$ cat config.mk
export PLATFORM = sky130hd
export DESIGN_NAME = hw_manager_top
export DESIGN_NICKNAME = d
export VERILOG_FILES = /design/src/hw_mgr_cfg_pkg.sv /design/src/hw_mgr_status_pkg.sv /design/src/hw_fault_monitor.sv /design/src/hw_manager_top.sv /design/src/hw_power_sequencer.sv /design/src/hw_status_reporter.sv
export SDC_FILE = /design/constraint.sdc
export NUM_CORES = 1
export LEC_CHECK = 0
export ABC_AREA = 0
export BUFFER_PORTS_ARGS = -buffer_cell sky130_fd_sc_hd__buf_4
export CORE_MARGIN = 8
export CORE_UTILIZATION = 47
export CTS_BUF_LIST = sky130_fd_sc_hd__clkbuf_16
export DETAILED_ROUTE_END_ITERATION = 16
export HOLD_SLACK_MARGIN = 0.12
export PLACE_DENSITY = 0.8
export SLEW_MARGIN = 20
export SYNTH_ARGS = -nofsm -noshare
export SYNTH_HDL_FRONTEND = slang
export SYNTH_SLANG_ARGS = --single-unit
$ cat constraint.sdc
create_clock -name clk -period 2.96 [get_ports clk]
set_input_delay 0.592 -clock clk [delete_from_list [all_inputs] [get_ports clk]]
set_output_delay 0.592 -clock clk [all_outputs]
set_load 0.005 [all_outputs]
$ cat src/hw_mgr_cfg_pkg.sv
`default_nettype none

package hw_mgr_cfg_pkg;

  // Amplifier boards in the system
  localparam int NUM_BOARDS  = 8;
  localparam int BOARD_IDX_W = $clog2(NUM_BOARDS);

  typedef logic [NUM_BOARDS-1:0]  board_vec_t;  // One bit per board
  typedef logic [BOARD_IDX_W-1:0] board_idx_t;  // Board number

  // Timeout counter, wide enough for the one second SPI start wait
  typedef logic [31:0] timer_t;

  // Cycles in CONFIRM_SPI_RST before spi_off is trusted
  localparam timer_t SPI_OFF_SETTLE = 32'd10;

  // Supervisor state, encoding is visible in the status word
  typedef enum logic [3:0] {
    IDLE              = 4'd1,
    CONFIRM_SPI_RST   = 4'd2,
    POWER_ON_CTRL_BRD = 4'd3,
    CONFIRM_SPI_START = 4'd4,
    POWER_ON_AMP_BRD  = 4'd5,
    AMP_POWER_WAIT    = 4'd6,
    RUNNING           = 4'd7,
    HALTING           = 4'd8,
    HALTED            = 4'd9
  } hw_state_e;

endpackage

`default_nettype wire

$ cat src/hw_mgr_status_pkg.sv
`default_nettype none

package hw_mgr_status_pkg;

  typedef logic [24:0] status_code_t;

  // Basic system
  localparam status_code_t STS_OK                   = 25'h001;
  localparam status_code_t STS_PS_SHUTDOWN          = 25'h002;
  // SPI subsystem
  localparam status_code_t STS_SPI_START_TIMEOUT    = 25'h100;
  localparam status_code_t STS_SPI_RESET_TIMEOUT    = 25'h101;
  // Pre-start configuration
  localparam status_code_t STS_INTEG_THRESH_AVG_OOB = 25'h200;
  localparam status_code_t STS_INTEG_WINDOW_OOB     = 25'h201;
  localparam status_code_t STS_INTEG_EN_OOB         = 25'h202;
  localparam status_code_t STS_SYS_EN_OOB           = 25'h203;
  localparam status_code_t STS_LOCK_VIOL            = 25'h204;
  // Shutdown
  localparam status_code_t STS_SHUTDOWN_SENSE       = 25'h300;
  localparam status_code_t STS_EXT_SHUTDOWN         = 25'h301;
  // Integrator threshold core
  localparam status_code_t STS_OVER_THRESH          = 25'h400;
  localparam status_code_t STS_THRESH_UNDERFLOW     = 25'h401;
  localparam status_code_t STS_THRESH_OVERFLOW      = 25'h402;
  // DAC boot, commands and buffers
  localparam status_code_t STS_DAC_BOOT_FAIL        = 25'h600;
  localparam status_code_t STS_BAD_DAC_CMD          = 25'h601;
  localparam status_code_t STS_DAC_CAL_OOB          = 25'h602;
  localparam status_code_t STS_DAC_VAL_OOB          = 25'h603;
  localparam status_code_t STS_DAC_BUF_UNDERFLOW    = 25'h604;
  localparam status_code_t STS_DAC_BUF_OVERFLOW     = 25'h605;
  localparam status_code_t STS_UNEXP_DAC_TRIG       = 25'h606;

  // Config flags checked before start, highest priority first
  typedef struct packed {
    logic integ_thresh_avg_oob;
    logic integ_window_oob;
    logic integ_en_oob;
    logic sys_en_oob;
  } prestart_faults_t;

  // System wide faults while running
  typedef struct packed {
    logic lock_viol;     // Config written while locked
    logic ext_shutdown;  // External shutdown request
  } sys_faults_t;

  // Per-board faults in priority order
  typedef struct packed {
    hw_mgr_cfg_pkg::board_vec_t shutdown_sense;
    hw_mgr_cfg_pkg::board_vec_t over_thresh;
    hw_mgr_cfg_pkg::board_vec_t thresh_underflow;
    hw_mgr_cfg_pkg::board_vec_t thresh_overflow;
    hw_mgr_cfg_pkg::board_vec_t bad_dac_cmd;
    hw_mgr_cfg_pkg::board_vec_t dac_cal_oob;
    hw_mgr_cfg_pkg::board_vec_t dac_val_oob;
    hw_mgr_cfg_pkg::board_vec_t dac_cmd_buf_underflow;
    hw_mgr_cfg_pkg::board_vec_t dac_cmd_buf_overflow;
    hw_mgr_cfg_pkg::board_vec_t unexp_dac_trig;
  } board_faults_t;

  typedef struct packed {
    logic                       valid;
    status_code_t               code;
    hw_mgr_cfg_pkg::board_idx_t board;  // Zero for system wide faults
  } fault_report_t;

  // Register view for the processor
  typedef struct packed {
    hw_mgr_cfg_pkg::board_idx_t board;
    status_code_t               code;
    hw_mgr_cfg_pkg::hw_state_e  state;
  } status_word_t;

  // Which report the status registers take on a load
  typedef enum logic [2:0] {
    SEL_PRESTART     = 3'd0,
    SEL_BOOT         = 3'd1,
    SEL_RUN          = 3'd2,
    SEL_SPI_RST_TO   = 3'd3,
    SEL_SPI_START_TO = 3'd4
  } report_sel_e;

  // Lowest set board, zero when none
  function automatic hw_mgr_cfg_pkg::board_idx_t lowest_board(
    input hw_mgr_cfg_pkg::board_vec_t boards
  );
    hw_mgr_cfg_pkg::board_idx_t idx;
    idx = '0;
    for (int i = hw_mgr_cfg_pkg::NUM_BOARDS - 1; i >= 0; i--) begin
      if (boards[i]) idx = hw_mgr_cfg_pkg::board_idx_t'(i);  // Last hit wins
    end
    return idx;
  endfunction

endpackage

`default_nettype wire

$ cat src/hw_fault_monitor.sv
`timescale 1ns/100ps
`default_nettype none

module hw_fault_monitor (
  input  logic                                sys_en,
  input  hw_mgr_status_pkg::prestart_faults_t prestart,
  input  hw_mgr_status_pkg::sys_faults_t      sys_faults,
  input  hw_mgr_status_pkg::board_faults_t    board_faults,
  input  hw_mgr_cfg_pkg::board_vec_t          dac_boot_fail,
  output hw_mgr_status_pkg::fault_report_t    prestart_report,
  output hw_mgr_status_pkg::fault_report_t    boot_report,
  output hw_mgr_status_pkg::fault_report_t    run_report
);
  import hw_mgr_status_pkg::*;

  // Valid report with the lowest offending board attached
  function automatic fault_report_t mk_report(
    input status_code_t               code,
    input hw_mgr_cfg_pkg::board_vec_t boards
  );
    return '{valid: 1'b1, code: code, board: lowest_board(boards)};
  endfunction

  // Config checks on the way out of IDLE
  always_comb begin
    prestart_report = '0;
    if (prestart.integ_thresh_avg_oob)
      prestart_report = mk_report(STS_INTEG_THRESH_AVG_OOB, '0);
    else if (prestart.integ_window_oob)
      prestart_report = mk_report(STS_INTEG_WINDOW_OOB, '0);
    else if (prestart.integ_en_oob)
      prestart_report = mk_report(STS_INTEG_EN_OOB, '0);
    else if (prestart.sys_en_oob)
      prestart_report = mk_report(STS_SYS_EN_OOB, '0);
  end

  // Only DAC boot is left in the boot group
  assign boot_report = (|dac_boot_fail) ? mk_report(STS_DAC_BOOT_FAIL, dac_boot_fail) : '0;

  // Faults watched in RUNNING
  always_comb begin
    run_report = '0;
    if (!sys_en)  // Power-down request beats everything
      run_report = mk_report(STS_PS_SHUTDOWN, '0);
    else if (sys_faults.lock_viol)
      run_report = mk_report(STS_LOCK_VIOL, '0);
    else if (|board_faults.shutdown_sense)
      run_report = mk_report(STS_SHUTDOWN_SENSE, board_faults.shutdown_sense);
    else if (sys_faults.ext_shutdown)
      run_report = mk_report(STS_EXT_SHUTDOWN, '0);
    else if (|board_faults.over_thresh)  // Integrator core
      run_report = mk_report(STS_OVER_THRESH, board_faults.over_thresh);
    else if (|board_faults.thresh_underflow)
      run_report = mk_report(STS_THRESH_UNDERFLOW, board_faults.thresh_underflow);
    else if (|board_faults.thresh_overflow)
      run_report = mk_report(STS_THRESH_OVERFLOW, board_faults.thresh_overflow);
    else if (|board_faults.bad_dac_cmd)  // DAC commands and buffers
      run_report = mk_report(STS_BAD_DAC_CMD, board_faults.bad_dac_cmd);
    else if (|board_faults.dac_cal_oob)
      run_report = mk_report(STS_DAC_CAL_OOB, board_faults.dac_cal_oob);
    else if (|board_faults.dac_val_oob)
      run_report = mk_report(STS_DAC_VAL_OOB, board_faults.dac_val_oob);
    else if (|board_faults.dac_cmd_buf_underflow)
      run_report = mk_report(STS_DAC_BUF_UNDERFLOW, board_faults.dac_cmd_buf_underflow);
    else if (|board_faults.dac_cmd_buf_overflow)
      run_report = mk_report(STS_DAC_BUF_OVERFLOW, board_faults.dac_cmd_buf_overflow);
    else if (|board_faults.unexp_dac_trig)
      run_report = mk_report(STS_UNEXP_DAC_TRIG, board_faults.unexp_dac_trig);
  end

  // A fault must never read back as OK in the status word
  always_comb begin
    assert ((!prestart_report.valid || prestart_report.code != STS_OK) &&
            (!boot_report.valid || boot_report.code != STS_OK) &&
            (!run_report.valid || run_report.code != STS_OK))
      else $error("valid fault report carries STS_OK");
  end

endmodule

`default_nettype wire

$ cat src/hw_manager_top.sv
`timescale 1ns/100ps
`default_nettype none

module hw_manager_top #(
  parameter hw_mgr_cfg_pkg::timer_t SHUTDOWN_FORCE_DELAY = 32'd25_000_000,
  parameter hw_mgr_cfg_pkg::timer_t SHUTDOWN_RESET_PULSE = 32'd25_000,
  parameter hw_mgr_cfg_pkg::timer_t SHUTDOWN_RESET_DELAY = 32'd25_000_000,
  parameter hw_mgr_cfg_pkg::timer_t SPI_RESET_WAIT       = 32'd25_000_000,
  parameter hw_mgr_cfg_pkg::timer_t SPI_START_WAIT       = 32'd250_000_000
) (
  input  logic                                clk,
  input  logic                                aresetn,
  input  logic                                sys_en,
  input  logic                                spi_off,
  input  hw_mgr_status_pkg::prestart_faults_t prestart,
  input  hw_mgr_status_pkg::sys_faults_t      sys_faults,
  input  hw_mgr_status_pkg::board_faults_t    board_faults,
  input  hw_mgr_cfg_pkg::board_vec_t          dac_boot_fail,
  output logic                                unlock_cfg,
  output logic                                spi_clk_power_n,
  output logic                                spi_en,
  output logic                                shutdown_sense_en,
  output logic                                block_buffers,
  output logic                                n_shutdown_force,
  output logic                                n_shutdown_rst,
  output hw_mgr_status_pkg::status_word_t     status_word,
  output logic                                ps_interrupt
);
  import hw_mgr_cfg_pkg::*;
  import hw_mgr_status_pkg::*;

  fault_report_t prestart_report, boot_report, run_report;
  hw_state_e     state;
  logic          report_load, report_clear;
  report_sel_e   report_sel;

  hw_fault_monitor u_fault_monitor (
    .sys_en          (sys_en),
    .prestart        (prestart),
    .sys_faults      (sys_faults),
    .board_faults    (board_faults),
    .dac_boot_fail   (dac_boot_fail),
    .prestart_report (prestart_report),
    .boot_report     (boot_report),
    .run_report      (run_report)
  );

  hw_power_sequencer #(
    .SHUTDOWN_FORCE_DELAY (SHUTDOWN_FORCE_DELAY),
    .SHUTDOWN_RESET_PULSE (SHUTDOWN_RESET_PULSE),
    .SHUTDOWN_RESET_DELAY (SHUTDOWN_RESET_DELAY),
    .SPI_RESET_WAIT       (SPI_RESET_WAIT),
    .SPI_START_WAIT       (SPI_START_WAIT)
  ) u_power_sequencer (
    .clk               (clk),
    .aresetn           (aresetn),
    .sys_en            (sys_en),
    .spi_off           (spi_off),
    .prestart_report   (prestart_report),
    .boot_report       (boot_report),
    .run_report        (run_report),
    .state             (state),
    .report_load       (report_load),
    .report_sel        (report_sel),
    .report_clear      (report_clear),
    .unlock_cfg        (unlock_cfg),
    .spi_clk_power_n   (spi_clk_power_n),
    .spi_en            (spi_en),
    .shutdown_sense_en (shutdown_sense_en),
    .block_buffers     (block_buffers),
    .n_shutdown_force  (n_shutdown_force),
    .n_shutdown_rst    (n_shutdown_rst)
  );

  hw_status_reporter u_status_reporter (
    .clk             (clk),
    .aresetn         (aresetn),
    .state           (state),
    .report_load     (report_load),
    .report_sel      (report_sel),
    .report_clear    (report_clear),
    .prestart_report (prestart_report),
    .boot_report     (boot_report),
    .run_report      (run_report),
    .status_word     (status_word),
    .ps_interrupt    (ps_interrupt)
  );

endmodule

`default_nettype wire

$ cat src/hw_power_sequencer.sv
`timescale 1ns/100ps
`default_nettype none

module hw_power_sequencer #(
  parameter hw_mgr_cfg_pkg::timer_t SHUTDOWN_FORCE_DELAY = 32'd25_000_000,  // 100 ms at 250 MHz
  parameter hw_mgr_cfg_pkg::timer_t SHUTDOWN_RESET_PULSE = 32'd25_000,      // 100 us
  parameter hw_mgr_cfg_pkg::timer_t SHUTDOWN_RESET_DELAY = 32'd25_000_000,  // 100 ms
  parameter hw_mgr_cfg_pkg::timer_t SPI_RESET_WAIT       = 32'd25_000_000,  // 100 ms
  parameter hw_mgr_cfg_pkg::timer_t SPI_START_WAIT       = 32'd250_000_000  // 1 s
) (
  input  logic                             clk,
  input  logic                             aresetn,
  input  logic                             sys_en,
  input  logic                             spi_off,
  input  hw_mgr_status_pkg::fault_report_t prestart_report,
  input  hw_mgr_status_pkg::fault_report_t boot_report,
  input  hw_mgr_status_pkg::fault_report_t run_report,
  output hw_mgr_cfg_pkg::hw_state_e        state,
  output logic                             report_load,
  output hw_mgr_status_pkg::report_sel_e   report_sel,
  output logic                             report_clear,
  output logic                             unlock_cfg,
  output logic                             spi_clk_power_n,
  output logic                             spi_en,
  output logic                             shutdown_sense_en,
  output logic                             block_buffers,
  output logic                             n_shutdown_force,
  output logic                             n_shutdown_rst
);
  import hw_mgr_cfg_pkg::*;
  import hw_mgr_status_pkg::*;

  // Power and SPI controls, all registered
  typedef struct packed {
    logic unlock_cfg;
    logic spi_clk_power_n;
    logic spi_en;
    logic shutdown_sense_en;
    logic block_buffers;
    logic n_shutdown_force;
    logic n_shutdown_rst;
  } ctrl_t;

  // Everything off, config open, buffers blocked
  localparam ctrl_t CTRL_SAFE = '{
    unlock_cfg: 1'b1, spi_clk_power_n: 1'b1, spi_en: 1'b0, shutdown_sense_en: 1'b0,
    block_buffers: 1'b1, n_shutdown_force: 1'b0, n_shutdown_rst: 1'b1
  };

  hw_state_e state_d;
  timer_t    timer_q, timer_d;
  ctrl_t     ctrl_q, ctrl_d;

  always_comb begin
    state_d      = state;
    timer_d      = '0;         // Only timed states count
    ctrl_d       = ctrl_q;
    report_load  = 1'b0;
    report_sel   = SEL_RUN;
    report_clear = 1'b0;
    case (state)
      IDLE: begin
        if (sys_en) begin
          if (prestart_report.valid) begin  // Bad config, never power up
            state_d     = HALTING;
            report_load = 1'b1;
            report_sel  = SEL_PRESTART;
          end else begin
            state_d                = CONFIRM_SPI_RST;
            ctrl_d.unlock_cfg      = 1'b0;  // Lock config
            ctrl_d.spi_clk_power_n = 1'b0;  // SPI clock on
          end
        end
      end
      CONFIRM_SPI_RST: begin
        timer_d = timer_q + 1'b1;
        if (timer_q >= SPI_OFF_SETTLE && spi_off) begin
          state_d                 = POWER_ON_CTRL_BRD;
          ctrl_d.spi_clk_power_n  = 1'b1;
          ctrl_d.n_shutdown_force = 1'b1;  // Release shutdown force
        end else if (timer_q >= SPI_RESET_WAIT) begin
          state_d     = HALTING;
          report_load = 1'b1;
          report_sel  = SEL_SPI_RST_TO;
        end
      end
      POWER_ON_CTRL_BRD: begin
        timer_d = timer_q + 1'b1;
        if (timer_q >= SHUTDOWN_FORCE_DELAY) begin  // Converters had time to come up
          state_d                  = CONFIRM_SPI_START;
          ctrl_d.shutdown_sense_en = 1'b1;
          ctrl_d.spi_en            = 1'b1;
          ctrl_d.spi_clk_power_n   = 1'b0;
        end
      end
      CONFIRM_SPI_START: begin
        timer_d = timer_q + 1'b1;
        if (!spi_off) begin
          state_d               = POWER_ON_AMP_BRD;
          ctrl_d.n_shutdown_rst = 1'b0;  // Start reset pulse
        end else if (boot_report.valid) begin
          state_d     = HALTING;
          report_load = 1'b1;
          report_sel  = SEL_BOOT;
        end else if (timer_q >= SPI_START_WAIT) begin
          state_d     = HALTING;
          report_load = 1'b1;
          report_sel  = SEL_SPI_START_TO;
        end
      end
      POWER_ON_AMP_BRD: begin
        timer_d = timer_q + 1'b1;
        if (timer_q >= SHUTDOWN_RESET_PULSE) begin
          state_d               = AMP_POWER_WAIT;
          ctrl_d.n_shutdown_rst = 1'b1;
        end
      end
      AMP_POWER_WAIT: begin
        timer_d = timer_q + 1'b1;
        if (timer_q >= SHUTDOWN_RESET_DELAY) begin
          state_d              = RUNNING;
          ctrl_d.block_buffers = 1'b0;  // Let commands and data through
        end
      end
      RUNNING: begin
        if (run_report.valid) begin  // Checked from the first cycle
          state_d     = HALTING;
          report_load = 1'b1;
          report_sel  = SEL_RUN;
        end
      end
      HALTING: begin
        state_d = HALTED;
        ctrl_d  = CTRL_SAFE;
      end
      HALTED: begin
        if (!sys_en) begin  // Processor acknowledged by dropping enable
          state_d      = IDLE;
          report_clear = 1'b1;
        end
      end
      default: state_d = HALTED;
    endcase
    if (state_d != state) timer_d = '0;  // Fresh count per state
  end

  always_ff @(posedge clk) begin
    if (!aresetn) begin
      state   <= IDLE;
      timer_q <= '0;
      ctrl_q  <= CTRL_SAFE;
    end else begin
      state   <= state_d;
      timer_q <= timer_d;
      ctrl_q  <= ctrl_d;
    end
  end

  assign unlock_cfg        = ctrl_q.unlock_cfg;
  assign spi_clk_power_n   = ctrl_q.spi_clk_power_n;
  assign spi_en            = ctrl_q.spi_en;
  assign shutdown_sense_en = ctrl_q.shutdown_sense_en;
  assign block_buffers     = ctrl_q.block_buffers;
  assign n_shutdown_force  = ctrl_q.n_shutdown_force;
  assign n_shutdown_rst    = ctrl_q.n_shutdown_rst;

  // Reset pulse confined to its state
  a_rst_pulse_state: assert property (@(posedge clk) disable iff (!aresetn)
    !n_shutdown_rst |-> state == POWER_ON_AMP_BRD);

  // Buffers open only while running, HALTING is the one cycle on the way out
  a_buffers_running: assert property (@(posedge clk) disable iff (!aresetn)
    !block_buffers |-> state inside {RUNNING, HALTING});

endmodule

`default_nettype wire

$ cat src/hw_status_reporter.sv
`timescale 1ns/100ps
`default_nettype none

module hw_status_reporter (
  input  logic                             clk,
  input  logic                             aresetn,
  input  hw_mgr_cfg_pkg::hw_state_e        state,
  input  logic                             report_load,
  input  hw_mgr_status_pkg::report_sel_e   report_sel,
  input  logic                             report_clear,
  input  hw_mgr_status_pkg::fault_report_t prestart_report,
  input  hw_mgr_status_pkg::fault_report_t boot_report,
  input  hw_mgr_status_pkg::fault_report_t run_report,
  output hw_mgr_status_pkg::status_word_t  status_word,
  output logic                             ps_interrupt
);
  import hw_mgr_cfg_pkg::*;
  import hw_mgr_status_pkg::*;

  status_code_t  code_q;
  board_idx_t    board_q;
  hw_state_e     state_q;     // State one cycle back
  fault_report_t sel_report;

  // Timeouts carry no board
  always_comb begin
    case (report_sel)
      SEL_PRESTART:     sel_report = prestart_report;
      SEL_BOOT:         sel_report = boot_report;
      SEL_SPI_RST_TO:   sel_report = '{valid: 1'b1, code: STS_SPI_RESET_TIMEOUT, board: '0};
      SEL_SPI_START_TO: sel_report = '{valid: 1'b1, code: STS_SPI_START_TIMEOUT, board: '0};
      default:          sel_report = run_report;
    endcase
  end

  always_ff @(posedge clk) begin
    if (!aresetn) begin
      code_q  <= STS_OK;
      board_q <= '0;
      state_q <= IDLE;
    end else begin
      state_q <= state;
      if (report_clear) begin
        code_q  <= STS_OK;
        board_q <= '0;
      end else if (report_load) begin
        code_q  <= sel_report.code;
        board_q <= sel_report.board;
      end
    end
  end

  assign status_word = '{board: board_q, code: code_q, state: state};

  // Interrupt on arrival in RUNNING or HALTED
  assign ps_interrupt = (state != state_q) && (state == RUNNING || state == HALTED);

  a_irq_single: assert property (@(posedge clk) disable iff (!aresetn)
    ps_interrupt |=> !ps_interrupt);

endmodule

`default_nettype wire

==> results of run 1 <==
-- power by group through the flow --
| stage | registers [mW] | logic, mW | clock network (mW) |
|---|---|---|---|
| 2_1_floorplan | 0.797 | 0.195 | 0 |
| 3_3_place_gp | 0.804 | 0.406 | 0 |
| 3_5_place_dp | 0.805 | 0.422 | 0 |
| 4_1_cts | 0.788 | 0.424 | 0.635 |
| 5_1_grt | 0.793 | 0.469 | 0.674 |
| 6_report | 0.789 | 0.429 | 0.628 |
-- critical path, stage by stage --
cell       delay [ps]
buf_4             120
or4_4             540
or3_4             410
or4_4             460
nor4_4            240
nand4bb_4         200
a311oi_4          110
buf_12            200
nor3b_1           200
-- through the flow --
stage / utilization [%] / instance area (um^2) / TNS (ps) / hold slack (ps) / power (mW)
after floorplan: - / 4300 / 0 / 451 / 0.992
after global placement: 62.9 / 5460 / -2960 / 440 / 1.21
after detailed placement: 62.9 / 5460 / -4710 / 465 / 1.23
after CTS: 64.7 / 5620 / 0 / 481 / 1.85
after global routing: 64.8 / 5620 / 0 / 509 / 1.94
final: 64.8 / 5620 / 0 / 476 / 1.85
-- sequential cells by signal, indices dropped and copies added, names as in the netlist --
signal,cells
u_power_sequencer.timer_q,32
u_status_reporter.code_q,6
u_power_sequencer.state,4
u_status_reporter.state_q,4
u_status_reporter.board_q,3
u_power_sequencer.block_buffers,1
u_power_sequencer.n_shutdown_force,1
u_power_sequencer.n_shutdown_rst,1
u_power_sequencer.shutdown_sense_en,1
u_power_sequencer.spi_clk_power_n,1
u_power_sequencer.unlock_cfg,1
-- logic make-up after synthesis --
kind of cell / count (synthesis) / synth area share [%]
flops: 55 / 26.2
buf+inv: 67 / 8.25
compound gates: 134 / 21.8
simple gates: 270 / 37.1
other cells: 1 / 0.0892
xor+xnor: 29 / 6.04
fa+ha+maj: 2 / 0.595
-- cell usage in the layout (no fill, tap or decap), types with 8 or more instances in the layout --
cell type / instances
nor2b_1: 9
and2_1: 8
nand4_1: 8
nor2_1: 61
nand2b_1: 9
nand2_1: 30
nor3_2: 21
buf_4: 164
a21oi_1: 25
xor2_1: 11
a211oi_1: 9
inv_1: 27
nor4_1: 31
o21ai_0: 32
dfxtp_1: 55
nand3_1: 21
conb_1: 23
o21bai_1: 12
xnor2_1: 18
nor3_1: 32
-- path summary, 6_finish.rpt --
path | start | to | slack [ps] | cells past startpoint
setup / recovery | board_faults[73] | u_power_sequencer.timer_q[1] | 110 | 9
hold / removal | u_power_sequencer.unlock_cfg | u_power_sequencer.unlock_cfg | 480 | 1
setup reg to reg | u_power_sequencer.timer_q[24] | u_power_sequencer.timer_q[6] | 400 | 8
hold reg to reg | u_power_sequencer.unlock_cfg | u_power_sequencer.unlock_cfg | 480 | 1
-- what timing repair did --
item	CTS	global route
gates resized for setup	0	1
setup buffers	0	0
endpoints found under the setup margin	0	1
-- final cells by class --
| class | count | area, um^2 |
|---|---|---|
| Timing Repair Buffer | 166 | 1270 |
| Clock buffer | 5 | 125 |
| Tap cell | 108 | 135 |
| Sequential cell | 55 | 1100 |
| Inverter | 27 | 101 |
| Fill cell | 742 | 3060 |
| Multi-Input combinational cell | 458 | 2850 |
| Clock inverter | 3 | 33.8 |
-- metal layers --
metal  up-vias  share of wire, %  track usage, %
met3        37               7.2            4.98
li1       2320                 -               -
met4         0               3.3            8.11
met1      2240                42            24.6
met2       222                48            35.7
met5         -                 0               0
==> results.md, run 1 <==
- Status: finished clean
- Max transition margin: between 50% and 60%
- Routed vias: between 4000 and 5000
- Effective utilization at floorplan: 48.4%
- Share of power burned in the clock network: 34.0%
- Transition time of the tightest slew-check pin: 726 ps
- Final WS setup: roughly 110 ps
- Standby leakage power: 2.20 nW
- Die Span Y: 111 um
- Number of vias per cell after detailed routing: 5.86
- Most used flip-flop cell after synthesis: dfxtp_1
- Sw Pwr: 0.537 mW
- Fraction of registers with async set/reset: 0%
- Fraction of power consumed by sequential logic: 42.7%
- Clock network latency to the later pin of the worst-skew pair: 290 ps
- Row count: 34
- Most used standard cell by instance count after synthesis: nor2_1
- Maximum fanout count along the critical path: 28
- Part of the Yosys area used for sequential elements: 26.2%
- Die Span X: 111 um
- Global-route wire length before repair: between 20 and 25 mm
- Routed wire length: between 10 and 15 mm
- Pins over their slew limit: 0
- Max H-tree Level: 2
- CP startpoint kind: primary input
- Fraction of the cycle the final worst path needs: around 96%
- Area contributors post-synth: dfxtp_1 26%, nor2_1 5.4%, nor3_2 4.8%
- Antenna violations before repair: 0
- Cell type contributing the most total cell area after synthesis: dfxtp_1
- Maximum clock rate: 0.351 GHz
- Final Net Count: 813
- Count of different cell masters after synthesis: 66
- Fraction of final layout cells with drive strength greater than 1: 29.7%
- Logic pwr share: 23.2%
- DRT antenna net count: 0
- Core ar.: around 0.0087 mm^2
- Switching part of the total power: approximately 29%
- Share of the synthesized area in the top cell type: around a quarter
- Pre-CTS setup slack: -207 ps
- Worst vdd ir: between 0.0002 and 0.0003 V
- First-pass iteration count of the detailed router: 5
- Number of buffers on the longest clock path: 2
- Vias in the first global route: 4918
- Post-detailed-route wirelength per cell: approximately 16 um
- Cell count after synthesis: 558
- Overflow left after global routing: 0
- Number of endpoints failing setup at the final stage: 0
- Critical Path RT: between 3000 and 4000 ps
- Critical path data arrival time: ~3100 ps
- CTS buffer count: 5
- Clock sink count: between 50 and 60
- Clock-pin slew reported for the worst setup and hold paths after clock tree synthesis: 80 ps
- Critical path class: in2reg
- Max-cap violations: 0
- Unrepaired setup endpoints after global routing: false
- Number of DRC violations after detailed routing: 0
- Fin cells: 822
- Category of the worst setup path capture point: flop
- Final GP Congestion: between 0.9 and 1
- Number of enable flip-flop cells after synthesis: 0
- Post-synth design cell area: 0.00420 mm^2
- Initial DRC count: between 200 and 300
- Post-layout minimum cycle time: 2850 ps
- Number of buffers inserted for hold repair after clock tree synthesis: 0
- Placed instance count: 814
- Syn Area/Cell: around 7.5 um^2
- Clock tree from TritonCTS: done
- Top cell types by occurrence after synthesis: 61 x nor2_1, 55 x dfxtp_1, 33 x nor3_1
- Setup skew after layout: ~5.9 ps
- Hold violation count in the final report: 0
- Die Outline Area: around 0.012 mm^2
- Yosys warns: 0
- Power density over the cells: 328 mW/mm^2
- Flops & latches, synth: 55
- Aggregate global-route resource usage: 20.9%
- Antenna diode instance count: 0
- Clock Tree Root: clkbuf_16
- Largest net degree at the start of global routing: 29
- Post-DP HPWL: 10.9 mm
- Total I/O pin count: approximately 140
- Class of the tightest hold or removal check: reg2reg
- Input/output buffers: 118
- Internal power: 1.31 mW
- Growth of design area from synthesis to finish: 33.8%
(Power assumes the default switching activity.)
==> run 2: changes to the inputs <==
--- a/config.mk
+++ b/config.mk
@@ -13,6 +13,7 @@
 export DETAILED_ROUTE_END_ITERATION = 16
 export HOLD_SLACK_MARGIN = 0.12
 export PLACE_DENSITY = 0.8
+export RECOVER_POWER = 100
 export SLEW_MARGIN = 20
 export SYNTH_ARGS = -nofsm -noshare
 export SYNTH_HDL_FRONTEND = slang
==> results.md, run 2 (synthesis results as in run 1) <==
- Status: finished clean
- Hold path depth: 1
- R2R depth: 9
- Internal power: 1.29 mW
- Number of flip-flops under the largest register name: 32
- First-pass iteration count of the detailed router: 5
- Reg with most FFs: u_power_sequencer.timer_q
- Post-DP HPWL: 10.9 mm
- Vias in the first global route: 4918
- Initial DRC count: 327
- Global-route wire length before repair: approximately 22 mm
- Row count: 34
- Number of buffers on the longest clock path: 2
- Die Span X: 111 um
- Aggregate global-route resource usage: a little over a fifth
- Max transition margin: 46.2%
- Pins over their slew limit: 0
- Number of endpoints failing setup at the final stage: 0
- Hold violation count in the final report: 0
- Unrepaired setup endpoints after global routing: false
- Clock sink count: 55
- Post-detailed-route wirelength per cell: 16.2 um
- Max H-tree Level: 2
- Antenna diode instance count: 0
- Maximum fanout count along the critical path: 28
- Clock tree from TritonCTS: done
- Input/output buffers: 118
- Delay of the slowest cell on the worst path: 550 ps
- Overflow left after global routing: 0
- Cell with the most instances on the worst path: or4_4
- Critical Path RT: 3170 ps
- Origin of the critical flop-to-flop path: u_power_sequencer.timer_q[29]
- Standby leakage power: 2.13 nW
- Fraction of final layout cells with drive strength greater than 1: around a quarter
- DRT antenna net count: 0
- Clock network latency to the later pin of the worst-skew pair: 290 ps
- Class of the tightest hold or removal check: reg2reg
- Die Outline Area: between 0.01 and 0.015 mm^2
- Sw Pwr: 0.531 mW
- Worst vdd ir: 0.000259 V
- Fraction of the core area covered by cells at the end of the flow: between 60% and 70%
- Leading cell types in the layout, fill and taps excluded: 135 x buf_4, 61 x nor2_1, 55 x dfxtp_1
- Maximum clock rate: around 0.35 GHz
- Effective utilization at floorplan: 48.4%
- Critical Path, Cell by Cell: clkbuf_1, or4_4, or3_4, or4_4, nor4_4, nand4bb_4, a311oi_4, buf_12, nor3_1
- Buffers inserted during post-CTS setup optimization: 0
- Clock Tree Root: clkbuf_16
- Max-cap violations: 0
- Die Span Y: 111 um
- Reg2reg end: u_power_sequencer.timer_q[23]
- End point of the worst hold path: u_power_sequencer.unlock_cfg
- Register-to-register setup slack: 360 ps
- Final Net Count: 813
- Growth of design area from synthesis to finish: 30.3%
- Number of DRC violations after detailed routing: 0
- Category of the worst setup path capture point: flop
- Fraction of power consumed by sequential logic: 43.2%
- Critical path class: in2reg
- Number of vias per cell after detailed routing: a little under 6
- Switching part of the total power: between 20 and 30%
- Logic pwr share: 22.3%
- Transition time of the tightest slew-check pin: 799 ps
- Largest registers: u_power_sequencer.timer_q: 32 flops, u_status_reporter.code_q: 6 flops
- Post-layout minimum cycle time: 2830 ps
- Start point of the worst hold path: u_power_sequencer.unlock_cfg
- Setup skew after layout: 3.75 ps
- Fraction of the cycle the final worst path needs: 95.7%
- Core ar.: 0.00868 mm^2
- Cell Area, Placed: 0.00546 mm^2
- Final GP Congestion: 0.952
- Antenna violations before repair: 0
- Critical Path Slowest Stage Cell: or4_4
- Clock-pin slew reported for the worst setup and hold paths after clock tree synthesis: 80 ps
- Share of power burned in the clock network: 34.5%
- Power density over the cells: ~330 mW/mm^2
- CTS buffer count: 5
- CP startpoint kind: primary input
- Routed wire length: roughly 13 mm
- Total I/O pin count: 138
- Largest net degree at the start of global routing: 29
- Final non-filler cell area: between 0.005 and 0.006 mm^2
- Routed vias: around 4800
- Critical path data arrival time: between 3000 and 4000 ps
- Most frequent standard cell in the layout excluding fill and tap cells: buf_4
[run 2: changes by cell type in the layout (fill, tap and decap cells not counted), sizes merged]
| cell | change |
|---|---|
| buf | -29 |
| clkbuf | +29 |
[run 2: metrics by stage]
stage	hold slack (ps)	std cells	power (mW)	setup WS, ps	setup TNS, ps
after floorplan	451	580	0.992	0.902	0
after global routing	505	822	1.91	11.6	0
after global placement	440	814	1.21	-127	-2960
final	471	822	1.82	126	0
after detailed placement	465	814	1.23	-207	-4710
after CTS	481	822	1.85	106	0
[run 2: worst max-delay path by stage]
stage                     start                             to  slack, ps
6_report       board_faults[73]  u_power_sequencer.timer_q[23]        130
5_1_grt        board_faults[73]  u_power_sequencer.timer_q[26]         10
4_1_cts        board_faults[73]   u_power_sequencer.timer_q[1]        110
3_5_place_dp   board_faults[73]   u_power_sequencer.timer_q[6]       -210
3_3_place_gp   board_faults[73]   u_power_sequencer.timer_q[1]       -130
2_1_floorplan  board_faults[69]  u_power_sequencer.timer_q[10]        0.9
[run 2: power groups by stage]
| stage | clock network (mW) | logic, mW | registers (mW) |
|---|---|---|---|
| global route | 0.674 | 0.445 | 0.792 |
| global placement | 0 | 0.406 | 0.804 |
| floorplan | 0 | 0.195 | 0.797 |
| detailed placement | 0 | 0.422 | 0.805 |
| CTS | 0.635 | 0.424 | 0.788 |
| finish | 0.629 | 0.406 | 0.788 |
[run 2: what timing repair did]
action,4_1_cts,5_1_grt
gates resized for setup,0,1
hold buffers,0,0
endpoints found under the setup margin,0,1
hold endpoints to repair,0,0
[run 2: cell type report]
cell class / instances / area, um^2
Fill cell: 779 / 3200
Multi-Input combinational cell: 458 / 2770
Timing Repair Buffer: 166 / 1200
Sequential cell: 55 / 1100
Tap cell: 108 / 135
Clock buffer: 5 / 125
Inverter: 27 / 101
Clock inverter: 3 / 33.8
[run 2: critical path: cells and delay by family]
kind	cells	cell delay, ps
buffers and inverters	2	270
AO/OA/AOI/OAI	1	110
AND/OR/NAND/NOR	6	2060
[run 2: routing by layer]
metal  up-vias  GRT usage (%)  part of all wire (%)
met2       231           35.7                    47
li1       2322              -                     -
met5         -              0                     0
met3        33           4.98                   7.3
met1      2239           24.6                    42
met4         0           8.11                   3.1
